## src/design/trace_consts.svh

```systemverilog
`ifndef TRACE_CONSTS_SVH
`define TRACE_CONSTS_SVH

// Datapath widths
`define XLEN       32
`define ORDER_W    64
`define REG_COUNT  32

// Number of machine CSRs carried in the trace
`define CSR_COUNT  8

////////////////////////////////////////////////////////////////////////////
// CSR slot positions in csrObs and csrState
////////////////////////////////////////////////////////////////////////////
`define CSR_MSTATUS   0
`define CSR_MIE       1
`define CSR_MTVEC     2
`define CSR_MSCRATCH  3
`define CSR_MEPC      4
`define CSR_MCAUSE    5
`define CSR_MTVAL     6
`define CSR_MIP       7

// Implemented interrupt lines
// MSI 3, MTI 7, MEI 11, local 16 to 31
`define IRQ_MASK  32'hFFFF_0888

// NMI causes for data bus errors
`define NMI_LOAD_CAUSE   11'd1024
`define NMI_STORE_CAUSE  11'd1025

// Exception code of an instruction fetch bus error
`define FETCH_FAULT_CAUSE  6'd48

`endif

```

## src/design/tracePkg.sv

```systemverilog
`include "trace_consts.svh"

package tracePkg;

   // Plain vectors
   typedef logic [`XLEN-1:0]      word_t;
   typedef logic [`ORDER_W-1:0]   order_t;
   typedef logic [4:0]            regAddr_t;
   typedef logic [`REG_COUNT-1:0] regMask_t;
   typedef logic [`CSR_COUNT-1:0] csrMask_t;
   typedef logic [31:0]           irqVec_t;
   typedef logic [10:0]           intrCause_t;
   typedef logic [5:0]            excCause_t;

   // Trap and interrupt side bands of a retirement
   typedef struct packed {
      logic      trap;
      logic      exception;
      excCause_t excCause;
   } trapInfo_t;

   typedef struct packed {
      logic       intr;
      logic       interrupt;
      intrCause_t cause;
   } intrInfo_t;

   ////////////////////////////////////////////////////////////////////////////
   // Formal interface record, one per retired instruction
   ////////////////////////////////////////////////////////////////////////////
   typedef struct packed {
      logic      valid;
      order_t    order;
      word_t     insn;
      word_t     pcRdata;
      word_t     pcWdata;
      trapInfo_t trap;
      intrInfo_t intr;
      logic      nmiPending;
      regAddr_t  rdAddr;
      word_t     rdData;
   } rvfiRecord_t;

   // One observed CSR
   typedef struct packed {
      word_t rdata;
      word_t wdata;
      word_t wmask;
   } csrObs_t;

   typedef csrObs_t [`CSR_COUNT-1:0] csrObsVec_t;
   typedef word_t   [`CSR_COUNT-1:0] csrValueVec_t;

   ////////////////////////////////////////////////////////////////////////////
   // Verification interface side
   ////////////////////////////////////////////////////////////////////////////
   typedef struct packed {
      logic      valid;
      order_t    order;
      word_t     insn;
      word_t     pcRdata;
      word_t     pcWdata;
      trapInfo_t trap;
      intrInfo_t intr;
      regMask_t  regWriteMask;
      word_t     regWriteData;
   } traceRecord_t;

   // Asynchronous net levels
   typedef struct packed {
      logic       haltReq;
      irqVec_t    irq;
      logic       nmi;
      intrCause_t nmiCause;
      logic       busFault;
   } netState_t;

   // One cycle change markers for the nets
   typedef struct packed {
      logic    haltReq;
      irqVec_t irq;
      logic    nmi;
      logic    busFault;
   } netChange_t;

endpackage

```

## src/design/retireCapture.sv

```systemverilog
`timescale 1ns/1ps

module retireCapture import tracePkg::*; (
   input  logic         rvvi,
   input  logic         reset,
   input  rvfiRecord_t  retire,
   output traceRecord_t trace
);

   regMask_t writeMask;
   word_t    writeData;

   // One-hot destination decode
   // x0 never shows as written
   always_comb begin
      writeMask = '0;
      writeData = '0;
      if (retire.valid && (retire.rdAddr != '0)) begin
         writeMask[retire.rdAddr] = 1'b1;
         writeData = retire.rdData;
      end
   end

   // Record registered every cycle
   // Valid follows the strobe one cycle later
   always_ff @(posedge rvvi) begin
      if (reset) begin
         trace <= '0;
      end else begin
         trace.valid        <= retire.valid;
         trace.order        <= retire.order;
         trace.insn         <= retire.insn;
         trace.pcRdata      <= retire.pcRdata;
         trace.pcWdata      <= retire.pcWdata;
         trace.trap         <= retire.trap;
         trace.intr         <= retire.intr;
         trace.regWriteMask <= writeMask;
         trace.regWriteData <= writeData;
      end
   end

endmodule

```

## src/design/csrMerge.sv

```systemverilog
`timescale 1ns/1ps
`include "trace_consts.svh"

module csrMerge import tracePkg::*; (
   input  logic         rvvi,
   input  logic         reset,
   input  rvfiRecord_t  retire,
   input  csrObsVec_t   csrObs,
   output csrValueVec_t csrState,
   output csrMask_t     csrWritten
);

   csrValueVec_t merged;
   csrMask_t     differs;

   ////////////////////////////////////////////////////////////////////////////
   // Merge per slot
   ////////////////////////////////////////////////////////////////////////////
   // Written bits come from wdata
   // Untouched bits keep the value read before the instruction
   always_comb begin
      for (int i = 0; i < `CSR_COUNT; i++) begin
         merged[i] = (csrObs[i].wdata & csrObs[i].wmask) |
                     (csrObs[i].rdata & ~csrObs[i].wmask);
         // Compare against the value already published
         differs[i] = (merged[i] != csrState[i]);
      end
   end

   ////////////////////////////////////////////////////////////////////////////
   // State and write flags
   ////////////////////////////////////////////////////////////////////////////
   always_ff @(posedge rvvi) begin
      if (reset) begin
         csrState   <= '0;
         csrWritten <= '0;
      end else if (retire.valid) begin
         csrState   <= merged;
         // Only slots whose value moved
         csrWritten <= differs;
      end else begin
         // Values hold between retires
         csrWritten <= '0;
      end
   end

endmodule

```

## src/design/haltIrqTracker.sv

```systemverilog
`timescale 1ns/1ps
`include "trace_consts.svh"

module haltIrqTracker import tracePkg::*; (
   input  logic        rvvi,
   input  logic        reset,
   input  rvfiRecord_t retire,
   input  logic        debugReq,
   output logic        haltReq,
   output logic        haltChanged,
   output irqVec_t     irq,
   output irqVec_t     irqChanged
);

   logic    haltNext;
   irqVec_t irqNext;
   irqVec_t irqDecoded;

   // Halt request
   // Set by debugReq at any time, dropped only at a retire without it
   always_comb begin
      haltNext = haltReq;
      if (debugReq) begin
         haltNext = 1'b1;
      end else if (retire.valid) begin
         haltNext = 1'b0;
      end
   end

   // Interrupt line from the low cause bits
   // Lines that do not exist are masked off
   assign irqDecoded = (irqVec_t'(1) << retire.intr.cause[4:0]) & `IRQ_MASK;

   always_comb begin
      irqNext = irq;
      if (retire.valid) begin
         irqNext = retire.intr.interrupt ? irqDecoded : '0;
      end
   end

   // Levels plus one cycle change markers
   always_ff @(posedge rvvi) begin
      if (reset) begin
         haltReq     <= 1'b0;
         haltChanged <= 1'b0;
         irq         <= '0;
         irqChanged  <= '0;
      end else begin
         haltReq     <= haltNext;
         haltChanged <= haltNext ^ haltReq;
         irq         <= irqNext;
         irqChanged  <= irqNext ^ irq;
      end
   end

endmodule

```

## src/design/faultTracker.sv

```systemverilog
`timescale 1ns/1ps
`include "trace_consts.svh"

module faultTracker import tracePkg::*; (
   input  logic        rvvi,
   input  logic        reset,
   input  rvfiRecord_t retire,
   output logic        nmi,
   output intrCause_t  nmiCause,
   output logic        nmiChanged,
   output logic        busFault,
   output logic        busFaultChanged
);

   logic nmiHit;
   logic fetchFault;

   // Data bus error NMI
   // Either taken as an interrupt or still pending at retire
   assign nmiHit = (retire.intr.interrupt &&
                    ((retire.intr.cause == `NMI_LOAD_CAUSE) ||
                     (retire.intr.cause == `NMI_STORE_CAUSE))) ||
                   retire.nmiPending;

   // Instruction fetch bus error
   assign fetchFault = retire.trap.trap && retire.trap.exception &&
                       (retire.trap.excCause == `FETCH_FAULT_CAUSE);

   ////////////////////////////////////////////////////////////////////////////
   // Levels sampled at retire
   ////////////////////////////////////////////////////////////////////////////
   always_ff @(posedge rvvi) begin
      if (reset) begin
         nmi             <= 1'b0;
         nmiCause        <= '0;
         nmiChanged      <= 1'b0;
         busFault        <= 1'b0;
         busFaultChanged <= 1'b0;
      end else if (retire.valid) begin
         nmi             <= nmiHit;
         nmiChanged      <= nmiHit ^ nmi;
         busFault        <= fetchFault;
         busFaultChanged <= fetchFault ^ busFault;
         // Cause kept from the last retire that raised the NMI
         if (nmiHit) begin
            nmiCause <= retire.intr.cause;
         end
      end else begin
         nmiChanged      <= 1'b0;
         busFaultChanged <= 1'b0;
      end
   end

endmodule

```

## src/design/traceBridge.sv

```systemverilog
`timescale 1ns/1ps

module traceBridge import tracePkg::*; (
   input  logic         rvvi,
   input  logic         reset,
   input  rvfiRecord_t  retire,
   input  csrObsVec_t   csrObs,
   input  logic         debugReq,
   output traceRecord_t trace,
   output csrValueVec_t csrState,
   output csrMask_t     csrWritten,
   output netState_t    nets,
   output netChange_t   netChanged
);

   // Tracker outputs before packing
   logic       haltReq;
   logic       haltChanged;
   irqVec_t    irq;
   irqVec_t    irqChanged;
   logic       nmi;
   intrCause_t nmiCause;
   logic       nmiChanged;
   logic       busFault;
   logic       busFaultChanged;

   ////////////////////////////////////////////////////////////////////////////
   // Units
   ////////////////////////////////////////////////////////////////////////////
   retireCapture capture (
      .rvvi   (rvvi),
      .reset  (reset),
      .retire (retire),
      .trace  (trace)
   );

   csrMerge merge (
      .rvvi       (rvvi),
      .reset      (reset),
      .retire     (retire),
      .csrObs     (csrObs),
      .csrState   (csrState),
      .csrWritten (csrWritten)
   );

   haltIrqTracker haltIrq (
      .rvvi        (rvvi),
      .reset       (reset),
      .retire      (retire),
      .debugReq    (debugReq),
      .haltReq     (haltReq),
      .haltChanged (haltChanged),
      .irq         (irq),
      .irqChanged  (irqChanged)
   );

   faultTracker faults (
      .rvvi            (rvvi),
      .reset           (reset),
      .retire          (retire),
      .nmi             (nmi),
      .nmiCause        (nmiCause),
      .nmiChanged      (nmiChanged),
      .busFault        (busFault),
      .busFaultChanged (busFaultChanged)
   );

   // Net bundles
   assign nets       = '{haltReq, irq, nmi, nmiCause, busFault};
   assign netChanged = '{haltChanged, irqChanged, nmiChanged, busFaultChanged};

endmodule

```

## config.mk

```make
export PLATFORM = sky130hd
export DESIGN_NAME = traceBridge
export DESIGN_NICKNAME = d
export VERILOG_FILES = /design/src/design/tracePkg.sv /design/src/design/retireCapture.sv /design/src/design/csrMerge.sv /design/src/design/haltIrqTracker.sv /design/src/design/faultTracker.sv /design/src/design/traceBridge.sv
export VERILOG_INCLUDE_DIRS = /design/src /design/src/design
export SDC_FILE = /design/constraint.sdc
export NUM_CORES = 1
export LEC_CHECK = 0
export BUFFER_PORTS_ARGS = -buffer_cell sky130_fd_sc_hd__buf_2
export CELL_PAD_IN_SITES_DETAIL_PLACEMENT = 1
export CELL_PAD_IN_SITES_GLOBAL_PLACEMENT = 2
export CORE_AREA = 4 4 620 622
export DETAILED_ROUTE_END_ITERATION = 10
export DIE_AREA = 0 0 624 626
export GPL_ROUTABILITY_DRIVEN = 1
export PLACE_DENSITY_LB_ADDON = 0.1
export SKIP_LAST_GASP = 1
export SYNTH_ARGS = -nofsm -noshare
export SYNTH_HDL_FRONTEND = slang
export SYNTH_SLANG_ARGS = --single-unit
```

## constraint.sdc

```tcl
create_clock -name rvvi -period 2.2 [get_ports rvvi]
set_input_delay 0.33 -clock rvvi [delete_from_list [all_inputs] [get_ports rvvi]]
set_output_delay 0.33 -clock rvvi [all_outputs]
set_load 0.005 [all_outputs]
```

== Word-level counts from Yosys, hierarchy flattened ==
Cells that the tools add are included.

* Output and inout port bits: 591
* Register bits: 591
* Word-level logic and storage cells: 100

* Magnitude comparators: 2
* Equality and inequality tests: 11
* Bitwise logic cells: 38
* Multiplexer cells: 6
* Shifts and indexed selects: 1
* Reduce and logical (&&, ||, !) cells: 11

{| class="wikitable"
|+ Operators with widths
! kind !! number
|-
| bitwise AND 32 bit || 16
|-
| inequality test 32 bit || 8
|-
| inverter 32 bit || 8
|-
| OR 32 bit || 8
|-
| two-way mux 32 bit || 2
|-
| << shifter 1 x 5 -> 32 bit, first input constant || 1
|-
| XOR 32 bit || 1
|-
| equality test 11 bit, second input constant || 2
|-
| equality test 6 bit, second input constant || 1
|-
| < comparator 5 x 6 -> 1 bit, second input constant || 1
|-
| demux 1 bit (select 5 bit) || 1
|-
| greater-or-equal comparator 5 x 1 -> 1 bit, second input constant || 1
|-
| logical AND 1 bit || 5
|-
| nonzero test 5 bit || 1
|-
| OR reduction 2 bit || 2
|-
| two-way mux 1 bit || 3
|-
| XOR 1 bit || 3
|-
| logical OR 1 bit || 2
|-
| inverter 1 bit || 2
|-
| AND reduction 2 bit || 1
|}

== Longest topological paths before layout ==
* Depth in word-level cells: 5
* Gate-level depth with buffers: 6

== By module ==
A second synthesis with hierarchy kept.

* Cell total of the unflattened synthesis: 2,339
* Area total of the unflattened synthesis: 23,847.9 µm²

{| class="wikitable"
|+ Modules (own cells, without submodules)
! module !! seq. area each (µm²) !! cells each !! area an instance (µm²) !! times used
|-
| csrMerge || 5,285.1 || 1,464 || 13,879.6 || 1
|-
| retireCapture || 4,924.7 || 543 || 6,787.8 || 1
|-
| haltIrqTracker || 1,321.3 || 255 || 2,392.3 || 1
|-
| faultTracker || 300.3 || 71 || 743.2 || 1
|-
| traceBridge || 0.0 || 6 || 45.0 || 1
|}

== Worst setup path after synthesis ==
No wires, ideal clock.

* Kind: input port to flip-flop
* Start point: input port retire[39] in the netlist's numbering
* End point: register faults.nmiCause[0]
* Data arrival time: 1.324 ns
* Stages: 6
* Path buffers: 1
* Setup slack: 0.749 ns
* Path through: nor4b_1 a41oi_2 nand2b_4 buf_6 mux2i_1 nor2_1

* Longest elaborated chain between the ends: 5
* Elaborated cells on any way between the ends: 6

{| class="wikitable"
|+ RTL lines
! element !! line !! source
|-
| start: declaration || traceBridge.sv:6 || <nowiki>input rvfiRecord_t retire,</nowiki>
|-
| equality test 11 bit (no line) || -- ||
|-
| logical OR 1 bit (*) || faultTracker.sv:21 || <nowiki>((retire.intr.cause == `NMI_LOAD_CAUSE) ||</nowiki>
|-
| logical AND 1 bit (*) || faultTracker.sv:20 || <nowiki>assign nmiHit = (retire.intr.interrupt &&</nowiki>
|-
| logical OR 1 bit (*) || faultTracker.sv:20 ||
|-
| AND reduction 2 bit (no line) (*) || -- ||
|-
| end signal: assignment || faultTracker.sv:46 || <nowiki>nmiCause <= retire.intr.cause;</nowiki>
|-
| end: declaration || faultTracker.sv:9 || <nowiki>output intrCause_t nmiCause,</nowiki>
|}

Every way passes the cells marked *; elsewhere a longest branch is shown, timed or not.
A chain may end at the register's enable or synchronous reset.

== Worst setup path after layout ==
* Start point: input port csrObs[623] in the netlist's numbering
* End point: register merge.csrWritten[6]

* Longest elaborated chain between the ends: 3

{| class="wikitable"
|+ RTL lines
! element !! line !! source
|-
| start: declaration || traceBridge.sv:7 || <nowiki>input csrObsVec_t csrObs,</nowiki>
|-
| bitwise AND 32 bit || csrMerge.sv:23 || <nowiki>merged[i] = (csrObs[i].wdata & csrObs[i].wmask) |</nowiki>
|-
| OR 32 bit || csrMerge.sv:23 ||
|-
| inequality test 32 bit || csrMerge.sv:26 || <nowiki>differs[i] = (merged[i] != csrState[i]);</nowiki>
|-
| end signal: assignment || csrMerge.sv:40 || <nowiki>csrWritten <= differs;</nowiki>
|-
| end: declaration || csrMerge.sv:10 || <nowiki>output csrMask_t csrWritten</nowiki>
|}

No other way between the ends.

==> results.sh <==
export IMPL_status="complete, no violations"
export IMPL_ant_nets=0
export IMPL_cts_setup_buffers=0
export IMPL_dp_slack_ns=-0.265
export IMPL_grt_first_pass_wirelength_um=294000
export IMPL_ys_types=32
export IMPL_dr_pass1_iters=5
export IMPL_worstPathCellList="dlygate4sd3_1 -> buf_2 -> mux2i_1 -> dlygate4sd3_1 -> buf_4 -> xor2_1 -> nand4_1 -> nor4_1 -> buf_4 -> a21oi_1"
export IMPL_finalCritPeriodShare_pct=94.4
export IMPL_cts_resized=0
export IMPL_synth_ff_type="dfxtp_1"
export IMPL_power_density_nw_per_um2=730
export IMPL_layout_min_cycle_time_ns=2.08
export IMPL_yosysWarnings=0
export IMPL_worst_slew_pin_slew_ns=1.03
export IMPL_dr_total_vias=26100
export IMPL_hold_start="csrObs[650]"
export IMPL_finalSetupViolCount=0
export IMPL_crit_family="buffers and inverters"
export IMPL_hpwl_um=197000
export IMPL_hold_depth=4
export IMPL_fin_ws_ns=0.124
export IMPL_syn_nets=3295
export IMPL_htreeDepth=3
export IMPL_end_kind="flip-flop"
export IMPL_boundaryPins=1582
export IMPL_worstPathRequired_ns=2.87
export IMPL_skew_ns=0.0281
export IMPL_routabilityCongestion=0.827
export IMPL_num_fill_cells=44600
export IMPL_cap_violations=0
export IMPL_die_height_um=626
export IMPL_fmax_mhz=482
export IMPL_grt_start_max_net_pins=137
export IMPL_num_rows=226
export IMPL_r2r_end="merge.csrWritten[2]"
export IMPL_drt_initial_drc_count=689
export IMPL_drive_gt1_share_pct=41.7
export IMPL_cts_tree="done"
export IMPL_start_util_pct=6.16
export IMPL_core_area_sq_um=378000
export IMPL_slowest_delay_ns=0.57
export IMPL_final_common_cell="buf_2"
export IMPL_synth_seq_cells=591
export IMPL_reg2regPathDepth=6
export IMPL_first_global_vias=28900
export IMPL_wl_per_cell_um=24.1
export IMPL_viasPerCell=2.71
export IMPL_hold_viol_final=0
export IMPL_path_max_fanout=2
export IMPL_cp_data_arrival_time_ns=2.74
export IMPL_clkTransAtPathRegs_ns=0.06
export IMPL_area_sequential_sq_um=11800
export IMPL_rsz0062_at_grt="no"
export IMPL_fin_nets=5495
export IMPL_multi_input_area_sq_um=10900
export IMPL_wl_um=232000
export IMPL_cp_start_kind="input port"
export IMPL_highest_layer="met5"
export IMPL_synth_avg_cell_area_sq_um=10.1
export IMPL_insertion_delay_ns=0.80
export IMPL_mostFrequentLayoutCells="buf_2, dfxtp_1, dlygate4sd3_1, nor2_1, mux2i_1"
export IMPL_ir_drop_mv=0.640
export IMPL_drv_slew=0
export IMPL_p_leak_nw=20.8
export IMPL_cts_sinks=591
export IMPL_root_buffer="clkbuf_16"
export IMPL_syn_to_final_growth_pct=99.6
export IMPL_route_met2_wl_um=118000
export IMPL_min_to="merge.csrState[202]"
export IMPL_dieArea_sq_um=391000
export IMPL_synthCells=2304
export IMPL_hold_path_class="in2reg"
export IMPL_cp_slowest_cell="dlygate4sd3_1"
export IMPL_path_buf_inv=5
export IMPL_utilization_pct=12.3
export IMPL_drc=0
export IMPL_yosysSeqAreaShare_pct=50.8
export IMPL_port_buffers=1581
export IMPL_critPathKind="in2reg"
export IMPL_cts_buffers=99
export IMPL_grt_overflow=0
export IMPL_r2r_slack_ns=0.50
export IMPL_grt_use_total_pct=11.4
export IMPL_async_flop_share_pct=0
export IMPL_timing_max_slew_rel_slack_pct=31.4
export IMPL_r2r_start="merge.csrState[89]"
export IMPL_syn_area_sq_um=23300
export IMPL_die_w_um=624
export IMPL_clockBufferDepth=4
export IMPL_wl_met3_um=21400
export IMPL_met1_length_um=85400
export IMPL_synth_edf_count=0
export IMPL_antenna_found_initial=94
-- flip-flops by register name, summed over array words and instances (netlist names) --
signal	count
haltIrq.haltReq	1
haltIrq.haltChanged	1
merge.csrState	256
faults.nmi	1
faults.busFault	1
faults.nmiCause	11
faults.busFaultChanged	1
faults.nmiChanged	1
merge.csrWritten	8
haltIrq.irqChanged	32
capture.trace	246
haltIrq.irq	32
-- where the power goes --
group	internal [mW]	switching [mW]	total [mW]
clock network	9.69	6.39	16.1
logic	2.76	3.27	6.03
registers	11.3	0.515	11.8
total	23.8	10.2	33.9
-- synthesized netlist by cell type, types with 5 or more instances --
| master | number | area [sq um] |
|---|---|---|
| a211oi_1 | 256 | 1920 |
| a21oi_1 | 41 | 205 |
| and2_1 | 58 | 363 |
| buf_1 | 10 | 37.5 |
| buf_2 | 35 | 175 |
| buf_4 | 6 | 45.0 |
| clkbuf_1 | 82 | 308 |
| dfxtp_1 | 591 | 11800 |
| mux2_2 | 5 | 56.3 |
| mux2i_1 | 265 | 2650 |
| nand2_1 | 45 | 169 |
| nand2b_1 | 5 | 31.3 |
| nand3_1 | 26 | 130 |
| nand4_1 | 67 | 419 |
| nor2_1 | 321 | 1200 |
| nor2b_1 | 186 | 1160 |
| nor4_1 | 17 | 106 |
| or2_2 | 9 | 56.3 |
| xor2_1 | 258 | 2260 |
-- how the worst max path moves through the flow --
stage / endpoint / slack, ns / cells after the start / startpoint
2_1_floorplan: faults.nmiCause[0] / 0.75 / 6 / retire[39]
3_3_place_gp: merge.csrWritten[2] / -0.29 / 8 / csrObs[203]
3_5_place_dp: merge.csrWritten[2] / -0.27 / 8 / csrObs[203]
4_1_cts: csrState[6] / 0.04 / 1 / merge.csrState[6]
5_1_grt: merge.csrWritten[7] / 0.005 / 9 / csrObs[755]
6_report: merge.csrWritten[6] / 0.12 / 10 / csrObs[623]
-- cells by family after synthesis --
family | share of synthesized area [%]
AND/OR/NAND/NOR | 16.0
flip-flops | 50.8
buffers and inverters | 2.51
XOR/XNOR | 9.85
multiplexers | 11.6
other | 0.0161
AO/OA/AOI/OAI | 9.24
-- per-layer routing --
metal,GRT usage [%],vias to the layer above
li1,-,12400
met1,11.9,12400
met2,20.6,1021
met3,4.80,277
met4,3.29,34
met5,0.185,-
-- tightest hold or removal path, cell delays in order --
cell and delay (ns):
buf_2 0.09, mux2i_1 0.16, buf_4 0.17, a211oi_1 0.07
-- per-stage QoR --
step	power, mW	hold WS [ns]	instances	cell area, sq um	setup TNS, ns
finish	33.9	0.0792	9626	46500	0
global route	36.0	0.0387	9607	46400	0
CTS	35.5	0.000337	9588	46400	0
detailed placement	17.5	0.451	8930	38300	-0.681
global placement	17.6	0.445	8930	38300	-0.671
floorplan	13.6	0.447	2304	23300	0
-- cell type report --
| type | count | area share, % |
|---|---|---|
| inverter | 2 | 0.0161 |
| clock buffer | 153 | 6.41 |
| multi-input combinational | 1577 | 23.4 |
| clock inverter | 16 | 0.482 |
| sequential | 591 | 25.4 |
| tap | 5016 | 13.5 |
| antenna | 38 | 0.205 |
| timing repair buffer | 2233 | 30.5 |
-- repair_timing --
action                                 CTS  global route
endpoints found under the hold margin  411             0
setup endpoints to repair                0             0
hold buffers                           489             0
(Power assumes the default switching activity.)
